`src/hw/mips_cfg.svh`:
```
`ifndef MIPS_CFG_SVH
`define MIPS_CFG_SVH

// Instruction memory depth in 32-bit words
`define MIPS_IMEM_DEPTH 64

// Data memory depth in 32-bit words
`define MIPS_DMEM_DEPTH 64

// PC counts words, so its width covers the instruction memory
`define MIPS_PC_W 6

`endif

```
`src/hw/mips_pkg.sv`:
```
package mips_pkg;

    typedef logic [31:0] word_t;
    typedef logic [4:0]  reg_addr_t;

    // Primary opcode field, bits 31:26
    typedef enum logic [5:0] {
        OP_RTYPE = 6'h00,
        OP_J     = 6'h02,
        OP_BEQ   = 6'h04,
        OP_BNE   = 6'h05,
        OP_ADDI  = 6'h08,
        OP_LW    = 6'h23,
        OP_SW    = 6'h2b
    } opcode_e;

    // R-type function field, bits 5:0
    typedef enum logic [5:0] {
        F_ADD = 6'h20,
        F_SUB = 6'h22,
        F_AND = 6'h24,
        F_OR  = 6'h25,
        F_SLT = 6'h2a
    } funct_e;

    typedef enum logic [2:0] {
        ALU_ADD = 3'd0,
        ALU_SUB = 3'd1,
        ALU_AND = 3'd2,
        ALU_OR  = 3'd3,
        ALU_SLT = 3'd4
    } alu_op_e;

    // Control carried from ID/EX onwards, all zero is a bubble
    typedef struct packed {
        logic    reg_write;
        logic    mem_read;
        logic    mem_write;
        logic    mem_to_reg;
        logic    alu_src_imm;
        logic    reg_dst_rd;
        alu_op_e alu_op;
    } ctrl_t;

endpackage

```
`src/hw/instruction_fetch.sv`:
```
`timescale 1ns/1ps
`include "mips_cfg.svh"

module instruction_fetch import mips_pkg::*; (
    input  logic                  i_clk,
    input  logic                  i_rst,
    input  logic                  i_freeze,
    input  logic                  i_hold,
    input  logic                  i_flush,
    input  logic                  i_taken,
    input  logic [`MIPS_PC_W-1:0] i_target,
    input  logic                  i_imem_we,
    input  logic [`MIPS_PC_W-1:0] i_imem_addr,
    input  word_t                 i_imem_data,
    output word_t                 o_instr,
    output logic [`MIPS_PC_W-1:0] o_pc_next
);

    logic [`MIPS_PC_W-1:0] pc_q;
    logic [`MIPS_PC_W-1:0] pc_inc;
    word_t                 imem [`MIPS_IMEM_DEPTH];
    word_t                 fetched;

    assign pc_inc  = pc_q + 1'b1;
    assign fetched = imem[pc_q];

    always_ff @(posedge i_clk) begin
        if (i_imem_we) begin
            imem[i_imem_addr] <= i_imem_data;       // Load port, works even when frozen
        end
    end

    always_ff @(posedge i_clk) begin
        if (i_rst) begin
            pc_q <= '0;
        end else if (!i_freeze) begin
            if (i_taken) begin
                pc_q <= i_target;
            end else if (!i_hold) begin
                pc_q <= pc_inc;
            end
        end
    end

    // IF/ID register
    always_ff @(posedge i_clk) begin
        if (i_rst) begin
            o_instr   <= '0;
            o_pc_next <= '0;
        end else if (!i_freeze) begin
            if (i_flush) begin
                o_instr <= '0;                      // sll $0 acts as a bubble
            end else if (!i_hold) begin
                o_instr   <= fetched;
                o_pc_next <= pc_inc;
            end
        end
    end

    // Decode only resolves a branch once its operands are ready
    a_taken_not_held: assert property (@(posedge i_clk) disable iff (i_rst)
        !(i_taken && i_hold));

endmodule

```
`config.mk`:
```
export PLATFORM = sky130hd
export DESIGN_NAME = instruction_fetch
export DESIGN_NICKNAME = d
export VERILOG_FILES = /design/src/hw/mips_pkg.sv /design/src/hw/instruction_fetch.sv
export VERILOG_INCLUDE_DIRS = /design/src /design/src/hw
export SDC_FILE = /design/constraint.sdc
export NUM_CORES = 2
export LEC_CHECK = 0
export BUFFER_PORTS_ARGS = -buffer_cell sky130_fd_sc_hd__buf_2
export CAP_MARGIN = 10
export CORE_MARGIN = 4
export CORE_UTILIZATION = 60
export CTS_CLUSTER_DIAMETER = 50
export DETAILED_ROUTE_END_ITERATION = 8
export GPL_TIMING_DRIVEN = 1
export HOLD_SLACK_MARGIN = 0.15
export PLACE_DENSITY = 0.76
export SLEW_MARGIN = 30
export SYNTH_ARGS = -nofsm -noshare
export SYNTH_HDL_FRONTEND = slang
export SYNTH_SLANG_ARGS = --single-unit
```
`constraint.sdc`:
```
create_clock -name i_clk -period 10.5 [get_ports i_clk]
set_input_delay 1.575 -clock i_clk [delete_from_list [all_inputs] [get_ports i_clk]]
set_output_delay 1.575 -clock i_clk [all_outputs]
set_load 0.005 [all_outputs]
```
-- Word level (Yosys, flattened, before mapping)
Memories as Yosys holds them, arrays and structs flattened. A register that Yosys moved wholly into a read port is not among the register bits.
Cells that the tools add are included.
- add/subtract/negate cells: 1
- equality and inequality tests: 2
- muxes and demuxes: 8
- bitwise logic cells: 3
- reduce and logical (&&, ||, !) cells: 3
- operators with widths (cell ; count):
    $mux 32 ; 2
    $mux 6 ; 4
    $add 6x1->6 const B ; 1
    $ne 2x1->1 const B ; 2
    $reduce_and 2->1 ; 2
    $not 1->1 ; 3
    $reduce_and 3->1 ; 1
    $mux 1 ; 2
- register bits after elaboration: 44
- memory bits (writable): 2048
- output and inout port bits: 38
- memories kept: 1
- memory list (name ; words ; bits a word ; rd ports ; clocked after memory_dff ; wr ports ; RTL line ; text):
    imem ; 64 ; 32 ; 1 ; 1 ; 1 ; instruction_fetch.sv:21 ; word_t imem [`MIPS_IMEM_DEPTH];

-- Depth between registers and ports, before layout
- depth in word-level cells: 5
- mapped depth: 11
- depth with buffers taken out: 6

-- Worst setup path after synthesis
Ideal clock, no wire load.
- kind: input to register
- from: input i_imem_addr[5]
- to: memory imem[48][0] (netlist bit) (enable)
- arrival time: 4.452 ns
- required time: 10.039 ns
- setup slack: 5.587 ns
- stages on the path: 4
- buffers on the path: 1
- path through: clkbuf_1 nand3_1 or3_1 nor3_1
- RTL lines (item ; RTL line ; text):
    start, declared ; instruction_fetch.sv:13 ; input logic [`MIPS_PC_W-1:0] i_imem_addr,
    end, declared ; instruction_fetch.sv:21 ;
Straight into the memory's write port.

==> run_results.csv <==
group,metric,value,unit
grt,overflow,0,
floorplan,die-area,139900,um^2
timing,final_max_slew_viol_count,0,
clock_tree,clk_pin_slew,0.06,ns
status,outcome,"complete, no violations",
clock_tree,clock_latency,0.85,ns
final_layout,design_area,90430,um^2
critical_path,r2r_cells,6,
floorplan,io_pins,89,
clock_tree,cts_tree,"done",
placed_design,hpwl,123300,um
critical_path,worst-path-buf-inv,2,
grt,antenna_found_initial,14,
power,peakVddDrop,191.0,uV
floorplan,fp.dieH,374.0,um
yosys,synthCells,3598,
detailed_routing,vias,42070,
yosys,synthArstFlopShare,0,%
final_layout,fillers,7896,
timing,hold_viol,0,
detailed_routing,drtIter0Drc,7654,
yosys,synth-seq-cells,2098,
clock_tree,cts_resized,0,
floorplan,num_rows,134,
grt,grt_pass1_vias,41400,
min_path,hold_class,"reg2reg",
critical_path,crit_family,"buffers and inverters",
timing,fmax,245.4,MHz
clock_tree,cts_setup_buffers,0,
grt,grtUsageTotal,33.62,%
yosys,yosysTopAreaCell,"edfxtp_1",
critical_path,cp-endpoint,"o_instr[7]",
clock_tree,cts.sinks,2098,
detailed_routing,drc_errors,0,
grt,grt_max_degree,101,
critical_path,critPathSlowestCell,"buf_4",
final_layout,fin_nets,3862,
critical_path,crit_path_max_fanout,45,
power,power.leakage,27.84,nW
yosys,synth.distinct_cells,71,
final_layout,final_cell_mix,"edfxtp_1 (2048), mux4_2 (523), clkbuf_16 (204), buf_4 (141), nand2_1 (113)",
power,powerDensity,196.3,nW/um^2
timing,post-route-min-period,4.075,ns
placed_design,placed_cell_area,83330,um^2
timing,rsz0062_at_grt,"no",
clock_tree,clock_path_buffers,3,
floorplan,die_width,374.0,um
timing,fin_skew,0.04792,ns
detailed_routing,drtAntennaViolNets,0,
grt,grt_pass1_wl,325900,um
timing,min_period_over_period,38.81,%
critical_path,crit_arrival,4.80,ns
detailed_routing,dr.pass1.iters,6,
critical_path,r2r-end,"o_instr[7]",
timing,max_slew_margin,30.24,%
clock_tree,cts-root-buf,"clkbuf_16",
floorplan,core,133300,um^2
yosys,ys_seq_area_share,77.76,%
timing,setup_tns,0,ns
detailed_routing,wirelength,233100,um
flow_run,cap_viol_max_count,0,
final_layout,drive_gt1_share,29.02,%
placed_design,gp_congestion,0.8390,
critical_path,required,11.23,ns
critical_path,r2r_slack,6.43,ns
yosys,yosys_warnings,0,
floorplan,initial_core_util,60.30,%
yosys,avgSynthCellArea,22.34,um^2
yosys,synth_top_flop_cell,"edfxtp_1",
clock_tree,holdBufCountCts,0,
yosys,synth_edf_count,2048,
critical_path,path_cells,"buf_4 -> buf_4 -> mux4_2 -> mux4_2 -> o21a_1 -> a221o_1",
yosys,syn_nets,3650,
yosys,synth_area_leaders,"edfxtp_1 (77%), mux4_2 (15%), dfxtp_1 (1.2%)",
placed_design,io_buffers,88,
detailed_routing,drt-wirelength-per-cell,40.47,um
timing,tightest_slew,1.046,ns
final_layout,regArea,62520,um^2
timing,setup_viol,0,
clock_tree,cts_buffers,203,
final_layout,layout_commonest_cell,"edfxtp_1",
yosys,syn_area,80380,um^2
yosys,yosysTopAreaCellShare,76.51,%
detailed_routing,avgViaCountPerCell,7.305,
critical_path,slowest_delay,0.80,ns
final_layout,area_growth,12.50,%
clock_tree,cts_max_level,4,
final_layout,multi_input_comb_area,17140,um^2
critical_path,critPathKind,"reg2reg",
critical_path,crit_cells,6,
critical_path,worstSetupStartpointType,"flip-flop",
critical_path,cp-end-kind,"flip-flop",
-- worst min-delay path: stages, from the launching register on --
cell and delay [ns]:
dfxtp_1 0.31, nand2_1 0.05, a21oi_1 0.05
-- worst min path at each step --
stage                 startpoint           end  slack, ns  depth (start not counted)
floorplan            o_instr[14]   o_instr[14]       0.44                          2
global placement    o_pc_next[1]  o_pc_next[1]       0.45                          2
detailed placement  o_pc_next[1]  o_pc_next[1]       0.45                          2
CTS                 o_pc_next[1]  o_pc_next[1]       0.46                          2
global route        o_pc_next[1]  o_pc_next[1]       0.51                          2
finish              o_pc_next[1]  o_pc_next[1]       0.46                          2
-- cell families after synthesis --
group	share of synthesized area, %
flops	77.76
compound gates	2.375
xor+xnor	0.04359
mux	15.92
buf+inv	1.549
simple gates	2.341
fa+ha+maj	0.01556
-- state kept, by name, summed over array words and instances (netlist names), named ones only --
name / cells
o_instr: 32
o_pc_next: 6
imem: 2048
pc_q: 6
-- layout make-up --
class                   instances  area share, %
flip-flops and latches       2098          69.14
repair buffers                210          1.775
inverters                       5        0.02075
multi-input cells            1292          18.96
diodes                          8        0.02214
well taps                    1768          2.446
clock buffers                 267          6.195
clock inverters               111          1.445
-- synth_stat cells, drive strengths merged, types with 4 or more instances --
cell type,instances
buf,157
o22ai,34
mux2,19
a2111oi,10
nor2,106
a22o,9
o211ai,12
a31oi,13
nand2b,18
a211oi,23
nand2,113
nand3,67
and2,12
a32o,4
mux2i,80
o32ai,5
edfxtp,2048
a22oi,32
nor4,10
clkbuf,46
o21ai,28
nand4,10
mux4,523
a311oi,5
a32oi,7
nor3,22
a221oi,11
or2,5
a21oi,27
nor2b,21
o31ai,4
o221ai,11
dfxtp,50
-- metrics by stage --
stage	std cells	setup slack (ns)	util [%]	total power, W	hold WS [ns]
after floorplan	3598	5.587	-	0.01004	0.4442
after global placement	5367	5.995	62.46	0.01040	0.4471
after detailed placement	5369	6.010	62.52	0.01042	0.4517
after CTS	5747	6.290	67.70	0.01776	0.4616
after global routing	5753	6.176	67.83	0.01822	0.5101
final	5759	6.425	67.84	0.01775	0.4615
-- metal layers --
layer | track usage [%] | part of all wire [%] | up-vias
met4 | 15.46 | 5.6 | 14
met1 | 47.77 | 33 | 21730
met2 | 48.41 | 45 | 3936
met3 | 10.89 | 16 | 686
met5 | 0 | 0.043 | -
li1 | - | - | 15710
-- power breakdown --
group / switching (W) / total (W) / internal, W
combinational: 0.000602 / 0.000972 / 0.000370
clock: 0.00320 / 0.00749 / 0.00428
sequential: 0.0000457 / 0.00930 / 0.00925
total: 0.00385 / 0.0178 / 0.0139
Power figures use the tool's default switching activity.
