===== config.mk =====
export PLATFORM = sky130hd
export DESIGN_NAME = data_memory_flat
export DESIGN_NICKNAME = d
export VERILOG_FILES = /design/src/hw/mips_pkg.sv /design/src/hw/mips_ifs.sv /design/src/hw/data_memory.sv /design/src/flat_wrapper.sv
export VERILOG_INCLUDE_DIRS = /design/src /design/src/hw
export SDC_FILE = /design/constraint.sdc
export NUM_CORES = 2
export LEC_CHECK = 0
export CORE_MARGIN = 2
export CORE_UTILIZATION = 55
export DETAILED_ROUTE_END_ITERATION = 10
export DONT_BUFFER_PORTS = 1
export GPL_ROUTABILITY_DRIVEN = 0
export PLACE_DENSITY = 0.72
export REMOVE_ABC_BUFFERS = 1
export SLEW_MARGIN = 20
export SYNTH_ARGS = -nofsm -noshare
export SYNTH_HDL_FRONTEND = slang
export SYNTH_SLANG_ARGS = --single-unit

===== constraint.sdc =====
create_clock -name i_clk -period 6.1 [get_ports i_clk]
set_input_delay 0.915 -clock i_clk [delete_from_list [all_inputs] [get_ports i_clk]]
set_output_delay 0.915 -clock i_clk [all_outputs]
set_load 0.01 [all_outputs]

===== src/hw/mips_cfg.svh =====
`ifndef MIPS_CFG_SVH
`define MIPS_CFG_SVH

// Instruction memory depth in 32-bit words
`define MIPS_IMEM_DEPTH 64

// Data memory depth in 32-bit words
`define MIPS_DMEM_DEPTH 64

// PC counts words, so its width covers the instruction memory
`define MIPS_PC_W 6

`endif


===== src/hw/mips_pkg.sv =====
package mips_pkg;

    typedef logic [31:0] word_t;
    typedef logic [4:0]  reg_addr_t;

    // Primary opcode field, bits 31:26
    typedef enum logic [5:0] {
        OP_RTYPE = 6'h00,
        OP_J     = 6'h02,
        OP_BEQ   = 6'h04,
        OP_BNE   = 6'h05,
        OP_ADDI  = 6'h08,
        OP_LW    = 6'h23,
        OP_SW    = 6'h2b
    } opcode_e;

    // R-type function field, bits 5:0
    typedef enum logic [5:0] {
        F_ADD = 6'h20,
        F_SUB = 6'h22,
        F_AND = 6'h24,
        F_OR  = 6'h25,
        F_SLT = 6'h2a
    } funct_e;

    typedef enum logic [2:0] {
        ALU_ADD = 3'd0,
        ALU_SUB = 3'd1,
        ALU_AND = 3'd2,
        ALU_OR  = 3'd3,
        ALU_SLT = 3'd4
    } alu_op_e;

    // Control carried from ID/EX onwards, all zero is a bubble
    typedef struct packed {
        logic    reg_write;
        logic    mem_read;
        logic    mem_write;
        logic    mem_to_reg;
        logic    alu_src_imm;
        logic    reg_dst_rd;
        alu_op_e alu_op;
    } ctrl_t;

endpackage


===== src/hw/mips_ifs.sv =====


// EX/MEM pipeline register contents
interface ex_mem_if import mips_pkg::*; ();

    ctrl_t     ctrl;
    word_t     alu_res;               // Also the data memory address
    word_t     store_data;
    reg_addr_t dst;

    modport stage_out (
        output ctrl, alu_res, store_data, dst
    );

    modport stage_in (
        input ctrl, alu_res, store_data, dst
    );

    // Forwarding and hazard taps
    modport monitor (
        input ctrl, alu_res, dst
    );

endinterface


===== src/hw/data_memory.sv =====
`timescale 1ns/1ps
`include "mips_cfg.svh"

module data_memory import mips_pkg::*; (
    input  logic       i_clk,
    input  logic       i_rst,
    input  logic       i_freeze,
    input  logic [5:0] i_dbg_mem_addr,
    ex_mem_if.stage_in em,
    output logic       o_wb_en,
    output reg_addr_t  o_wb_addr,
    output word_t      o_wb_data,
    output word_t      o_dbg_mem_data
);

    localparam int DMEM_AW = $clog2(`MIPS_DMEM_DEPTH);

    word_t                dmem [`MIPS_DMEM_DEPTH];
    logic [DMEM_AW-1:0]   addr;
    logic                 reg_write_q;
    logic                 mem_to_reg_q;
    reg_addr_t            dst_q;
    word_t                res_q;
    word_t                rdata_q;

    assign addr           = em.alu_res[DMEM_AW-1:0];   // Word index
    assign o_dbg_mem_data = dmem[i_dbg_mem_addr];

    always_ff @(posedge i_clk) begin
        if (!i_freeze && em.ctrl.mem_write) begin
            dmem[addr] <= em.store_data;
        end
    end

    // MEM/WB register
    always_ff @(posedge i_clk) begin
        if (i_rst) begin
            reg_write_q  <= 1'b0;
            mem_to_reg_q <= 1'b0;
            dst_q        <= '0;
        end else if (!i_freeze) begin
            reg_write_q  <= em.ctrl.reg_write;
            mem_to_reg_q <= em.ctrl.mem_to_reg;
            dst_q        <= em.dst;
        end
    end

    always_ff @(posedge i_clk) begin
        if (!i_freeze) begin
            res_q <= em.alu_res;
            if (em.ctrl.mem_read) rdata_q <= dmem[addr];
        end
    end

    assign o_wb_en   = reg_write_q;
    assign o_wb_addr = dst_q;
    assign o_wb_data = mem_to_reg_q ? rdata_q : res_q;

endmodule


===== src/flat_wrapper.sv =====
// flat-port wrapper written by rule: the top's interface ports become plain ports
module data_memory_flat import mips_pkg::*;
  (i_clk, i_rst, i_freeze, i_dbg_mem_addr, o_wb_en, o_wb_addr, o_wb_data, o_dbg_mem_data, em_ctrl, em_alu_res, em_store_data, em_dst);
  ex_mem_if em_i ();
  input  logic i_clk;
  input  logic i_rst;
  input  logic i_freeze;
  input  logic [5:0] i_dbg_mem_addr;
  output logic o_wb_en;
  output reg_addr_t o_wb_addr;
  output word_t o_wb_data;
  output word_t o_dbg_mem_data;
  input wire logic [$bits(em_i.ctrl)-1:0] em_ctrl;
  input wire logic [$bits(em_i.alu_res)-1:0] em_alu_res;
  input wire logic [$bits(em_i.store_data)-1:0] em_store_data;
  input wire logic [$bits(em_i.dst)-1:0] em_dst;
  assign em_i.ctrl = em_ctrl;
  assign em_i.alu_res = em_alu_res;
  assign em_i.store_data = em_store_data;
  assign em_i.dst = em_dst;
  data_memory u_core (.i_clk(i_clk), .i_rst(i_rst), .i_freeze(i_freeze), .i_dbg_mem_addr(i_dbg_mem_addr), .em(em_i), .o_wb_en(o_wb_en), .o_wb_addr(o_wb_addr), .o_wb_data(o_wb_data), .o_dbg_mem_data(o_dbg_mem_data));
endmodule

### After elaboration in Yosys (flattened, before gate mapping)

Memory sizes are Yosys's and may differ from the RTL's. A register that Yosys moved wholly into a read port is not among the register bits.
Cells that the tools add are included.

| storage, ports and cells | value |
|---|---|
| memory bits (read-only) | 0 |
| latch bits | 0 |
| flip-flop bits (word level) | 39 |
| word-level logic and storage cells | 12 |
| output and inout bits | 70 |
| memory bits (writable) | 2,048 |
| input bits | 87 |
| memories | 1 |

| operators by class | value |
|---|---|
| $add $sub $neg | 0 |
| shift-type cells | 0 |
| reduce and logical (&&, ||, !) cells | 3 |
| $lt $le $gt $ge | 0 |
| equality and inequality tests | 0 |
| multipliers | 0 |
| muxes and demuxes | 3 |
| bitwise logic cells | 1 |
| div/mod/pow operators | 0 |

Memory list:

| name | words | width | rd ports | clocked after memory_dff | wr ports | line | source |
|---|---|---|---|---|---|---|---|
| u_core.dmem | 64 | 32 | 2 | 1 | 1 | data_memory.sv:18 | `` word_t dmem [`MIPS_DMEM_DEPTH]; `` |

Operator list:

| cell | number |
|---|---|
| 32-bit two-way mux | 1 |
| 1-bit two-way mux | 2 |
| 2-bit AND reduction | 1 |
| 1-bit logical AND | 1 |
| 1-bit logical NOT | 1 |
| 1-bit NOT | 1 |

### Logic depth before layout (Yosys ltp)

| logic depth | value |
|---|---|
| depth in word-level cells | 4 |
| gate-level depth with buffers | 13 |
| gate-level depth less buffers | 6 |

### Least setup slack after synthesis

OpenSTA, ideal clock, no wires.

| timing path | value |
|---|---|
| path kind | input port to flip-flop |
| start | in em_alu_res[2] |
| end | mem u_core.dmem[15][0] (netlist name), enable pin |
| data arrival time | 3.881 ns |
| data required time | 5.679 ns |
| library setup time | 0.421 ns |
| stages | 10 |
| setup slack | 1.798 ns |
| buffers on the path | 8 |
| cells stage by stage | buf_4 buf_6 buf_6 buf_4 buf_4 buf_2 buf_2 buf_4 nand3_1 nor2_1 |

RTL lines:

| element | line | source |
|---|---|---|
| start: declaration | flat_wrapper.sv:14 | `input wire logic [$bits(em_i.alu_res)-1:0] em_alu_res;` |
| end: declaration | data_memory.sv:18 |  |

Straight into the memory's write port.

### Final worst setup path

| timing path | value |
|---|---|
| start | in i_dbg_mem_addr[0] |
| end | out o_dbg_mem_data[31] |

| on the way | value |
|---|---|
| word-level cells in the longest chain between the ends | 1 |

Ends and longest elaborated chain:

| element | line | source |
|---|---|---|
| start: declaration | flat_wrapper.sv:8 | `input logic [5:0] i_dbg_mem_addr;` |
| memory 64 x 32 bit | -- |  |
| end: declaration | flat_wrapper.sv:12 | `output word_t o_dbg_mem_data;` |

Every way passes these cells.

==> metrics.yaml <==
setup_tns_ns: 0
die_height_um: 424
worstHoldEndpoint: "u_core.mem_to_reg_q"
tightest_slew_ns: 1.83
cts.reportedPaths.clkPinSlew_ns: 0.06
irDropWorstVdd_mv: 0.276
worstSkewPairLatency_ns: 0.89
critical_path_class: "in2out"
async_reset_ff_share_pct: 0
io_pins: 157
area_delta_synth_final_pct: 10.7
viasPerCell: 8.11
r2r-start: "u_core.dmem[19][29]"
dr.pass1.iters: 9
timing.final.hold_violations: 0
cts_buffers: 212
avgSynthCellArea_um2: 17.9
fin_nets: 5440
syn_area_um2: 96800
die-area_um2: 179000
met3_wirelength_um: 60800
cts.sinks: 2119
routed_wl_um: 356000
yosysUniqueCellTypes: 68
rsz0062_at_grt: "false"
synth-seq-cells: 2119
port_buffers: 0
ys_warn_count: 0
row_count: 153
crit_arrival_ns: 4.85
min_path_type: "in2reg"
p_leak_uw: 0.0334
place_area_um2: 100000
clockBufferDepth: 3
worstPathMaxFanout: 92
fmax_ghz: 0.173
failed_checks: "slew limit"
start_util_pct: 55.5
drc: 0
synth_cells: 5396
fin_util_pct: 61.5
grt_pass1_vias: 60800
setup_viol: 0
end_kind: "output pin"
track_usage_pct: 39.0
layout_commonest_cell: "edfxtp_1"
drt-met1-wl_um: 112000
antenna_found_initial: 12
vias: 63700
routed.top_layer: "met5"
cts_hold_buf: 0
grt_max_degree: 492
wl_per_cell_um: 45.3
cp_slowest_stage_delay_ns: 0.59
synth-edff-count: 2112
path_cells: "buf_16 -> buf_16 -> buf_16 -> mux4_2 -> o21ai_0 -> o311ai_0 -> a221o_1"
critPathRequiredTime_ns: 5.18
coreArea_um2: 174000
skew_ns: 0.0485
final_design_area_no_fill_um2: 107000
period_share_pct: 94.6
slew_headroom_pct: -22.3
synth_ff_type: "edfxtp_1"
wl_met2_um: 153000
r2r_end: "u_core.rdata_q[29]"
fill_cells: 12000
reg2reg_depth: 5
finalMaxSlewViolations: 240
hpwl_um: 195000
fin_ws_ns: 0.331
mostFrequentLayoutCells: "2112 x edfxtp_1, 668 x mux4_2, 289 x a221oi_1"
grt_pass1_wl_um: 482000
postRouteAntennaNets: 0
seq_area_frac_synth_pct: 65.6
cp-start-kind: "input port"
post_cts_buffers: 0
status: "finished, violations left"
htree_num_levels: 4
max_cap_viol_count: 0
cp_slowest_cell: "mux4_2"
drive_above_1_share_pct: 27.0
grt_overflow: 0
min_period_ns: 5.77
min_path_cells: 1
tritoncts: "yes"
r2r_slack_ns: 3.31
power-per-cell-area_nw_per_um2: 293
crit_top_cell: "buf_16"
cts_resized: 0
cts-root-buf: "clkbuf_16"
hold_start: "i_rst"
drt_iter0_drc: 13300
pre_cts_slack_ns: 1.65
die_w_um: 424
==> flip-flops by register name, summed over array words and instances, names as in the netlist <==
name	flops
u_core.res_q	32
u_core.dmem	2048
u_core.o_wb_addr	5
u_core.o_wb_en	1
u_core.rdata_q	32
u_core.mem_to_reg_q	1
==> stage by stage <==
| step | hold WS, ns | std cells | total power [µW] |
|---|---|---|---|
| global placement | 0.550 | 7454 | 18400 |
| CTS | 0.0671 | 7840 | 31100 |
| finish | 0.100 | 7858 | 31400 |
| global route | 0.0887 | 7851 | 32000 |
| detailed placement | 0.571 | 7454 | 18400 |
| floorplan | 0.535 | 4920 | 17600 |
==> power by group <==
group	switching [µW]	leakage, µW	internal [µW]	total [µW]
combinational	1320	0.0109	907	2230
sequential	47.8	0.0191	16100	16200
clock	5710	0.00333	7320	13000
total	7080	0.0334	24300	31400
==> cell usage after synthesis, types with 71 or more instances <==
cell type / count / share of area [%]
a22o_1: 71 / 0.64
a22oi_1: 212 / 1.6
nand2_1: 108 / 0.42
clkbuf_1: 179 / 0.69
edfxtp_1: 2112 / 65
mux2_2: 207 / 2.4
a21oi_1: 146 / 0.75
mux2i_1: 252 / 2.6
a221oi_1: 289 / 2.6
nor2_1: 196 / 0.76
mux4_2: 668 / 16
buf_2: 179 / 0.93
o21ai_0: 129 / 0.67
o22ai_1: 109 / 0.70
==> how the worst max path moves through the flow <==
stage	to	depth (start not counted)	from	slack (ns)
global route	o_dbg_mem_data[31]	7	i_dbg_mem_addr[0]	0.30
detailed placement	o_dbg_mem_data[23]	7	i_dbg_mem_addr[5]	1.65
CTS	o_dbg_mem_data[23]	7	i_dbg_mem_addr[5]	1.65
global placement	o_dbg_mem_data[31]	4	i_dbg_mem_addr[0]	1.61
floorplan	u_core.dmem[12][0]	3	em_alu_res[1]	0.27
finish	o_dbg_mem_data[31]	7	i_dbg_mem_addr[0]	0.33
==> logic make-up (layout without fill, tap and decap cells) <==
family / after synthesis / count (layout) / share of synthesized area, %
other cells: 0 / 8 / 0
mux: 1130 / 1130 / 20.6
flops: 2119 / 2119 / 65.6
compound gates: 1165 / 1165 / 8.92
simple gates: 501 / 501 / 2.40
buf+inv: 481 / 610 / 2.43
==> layer usage <==
metal | track usage (%) | vias up
met2 | 56.3 | 6861
met1 | 50.0 | 32200
met3 | 14.1 | 1448
met4 | 25.5 | 18
li1 | - | 23200
met5 | 0.726 | -
==> critical path: cells and delay by family <==
family	cells	cell delay, ns
buffers and inverters	3	1.58
muxes	1	0.59
AOI/OAI and AO/OA	3	1.49
==> final cells by class <==
| type | instances | area, µm² | share of cell area, % |
|---|---|---|---|
| repair buffers | 219 | 2230 | 2.08 |
| clock buffers | 272 | 5580 | 5.21 |
| well taps | 2325 | 2910 | 2.71 |
| diodes | 8 | 20.0 | 0.0187 |
| clock inverters | 114 | 1270 | 1.18 |
| inverters | 5 | 30.0 | 0.0280 |
| multi-input cells | 2796 | 31600 | 29.5 |
| flip-flops and latches | 2119 | 63600 | 59.3 |
Note: power is estimated with default switching activity, not from simulation.
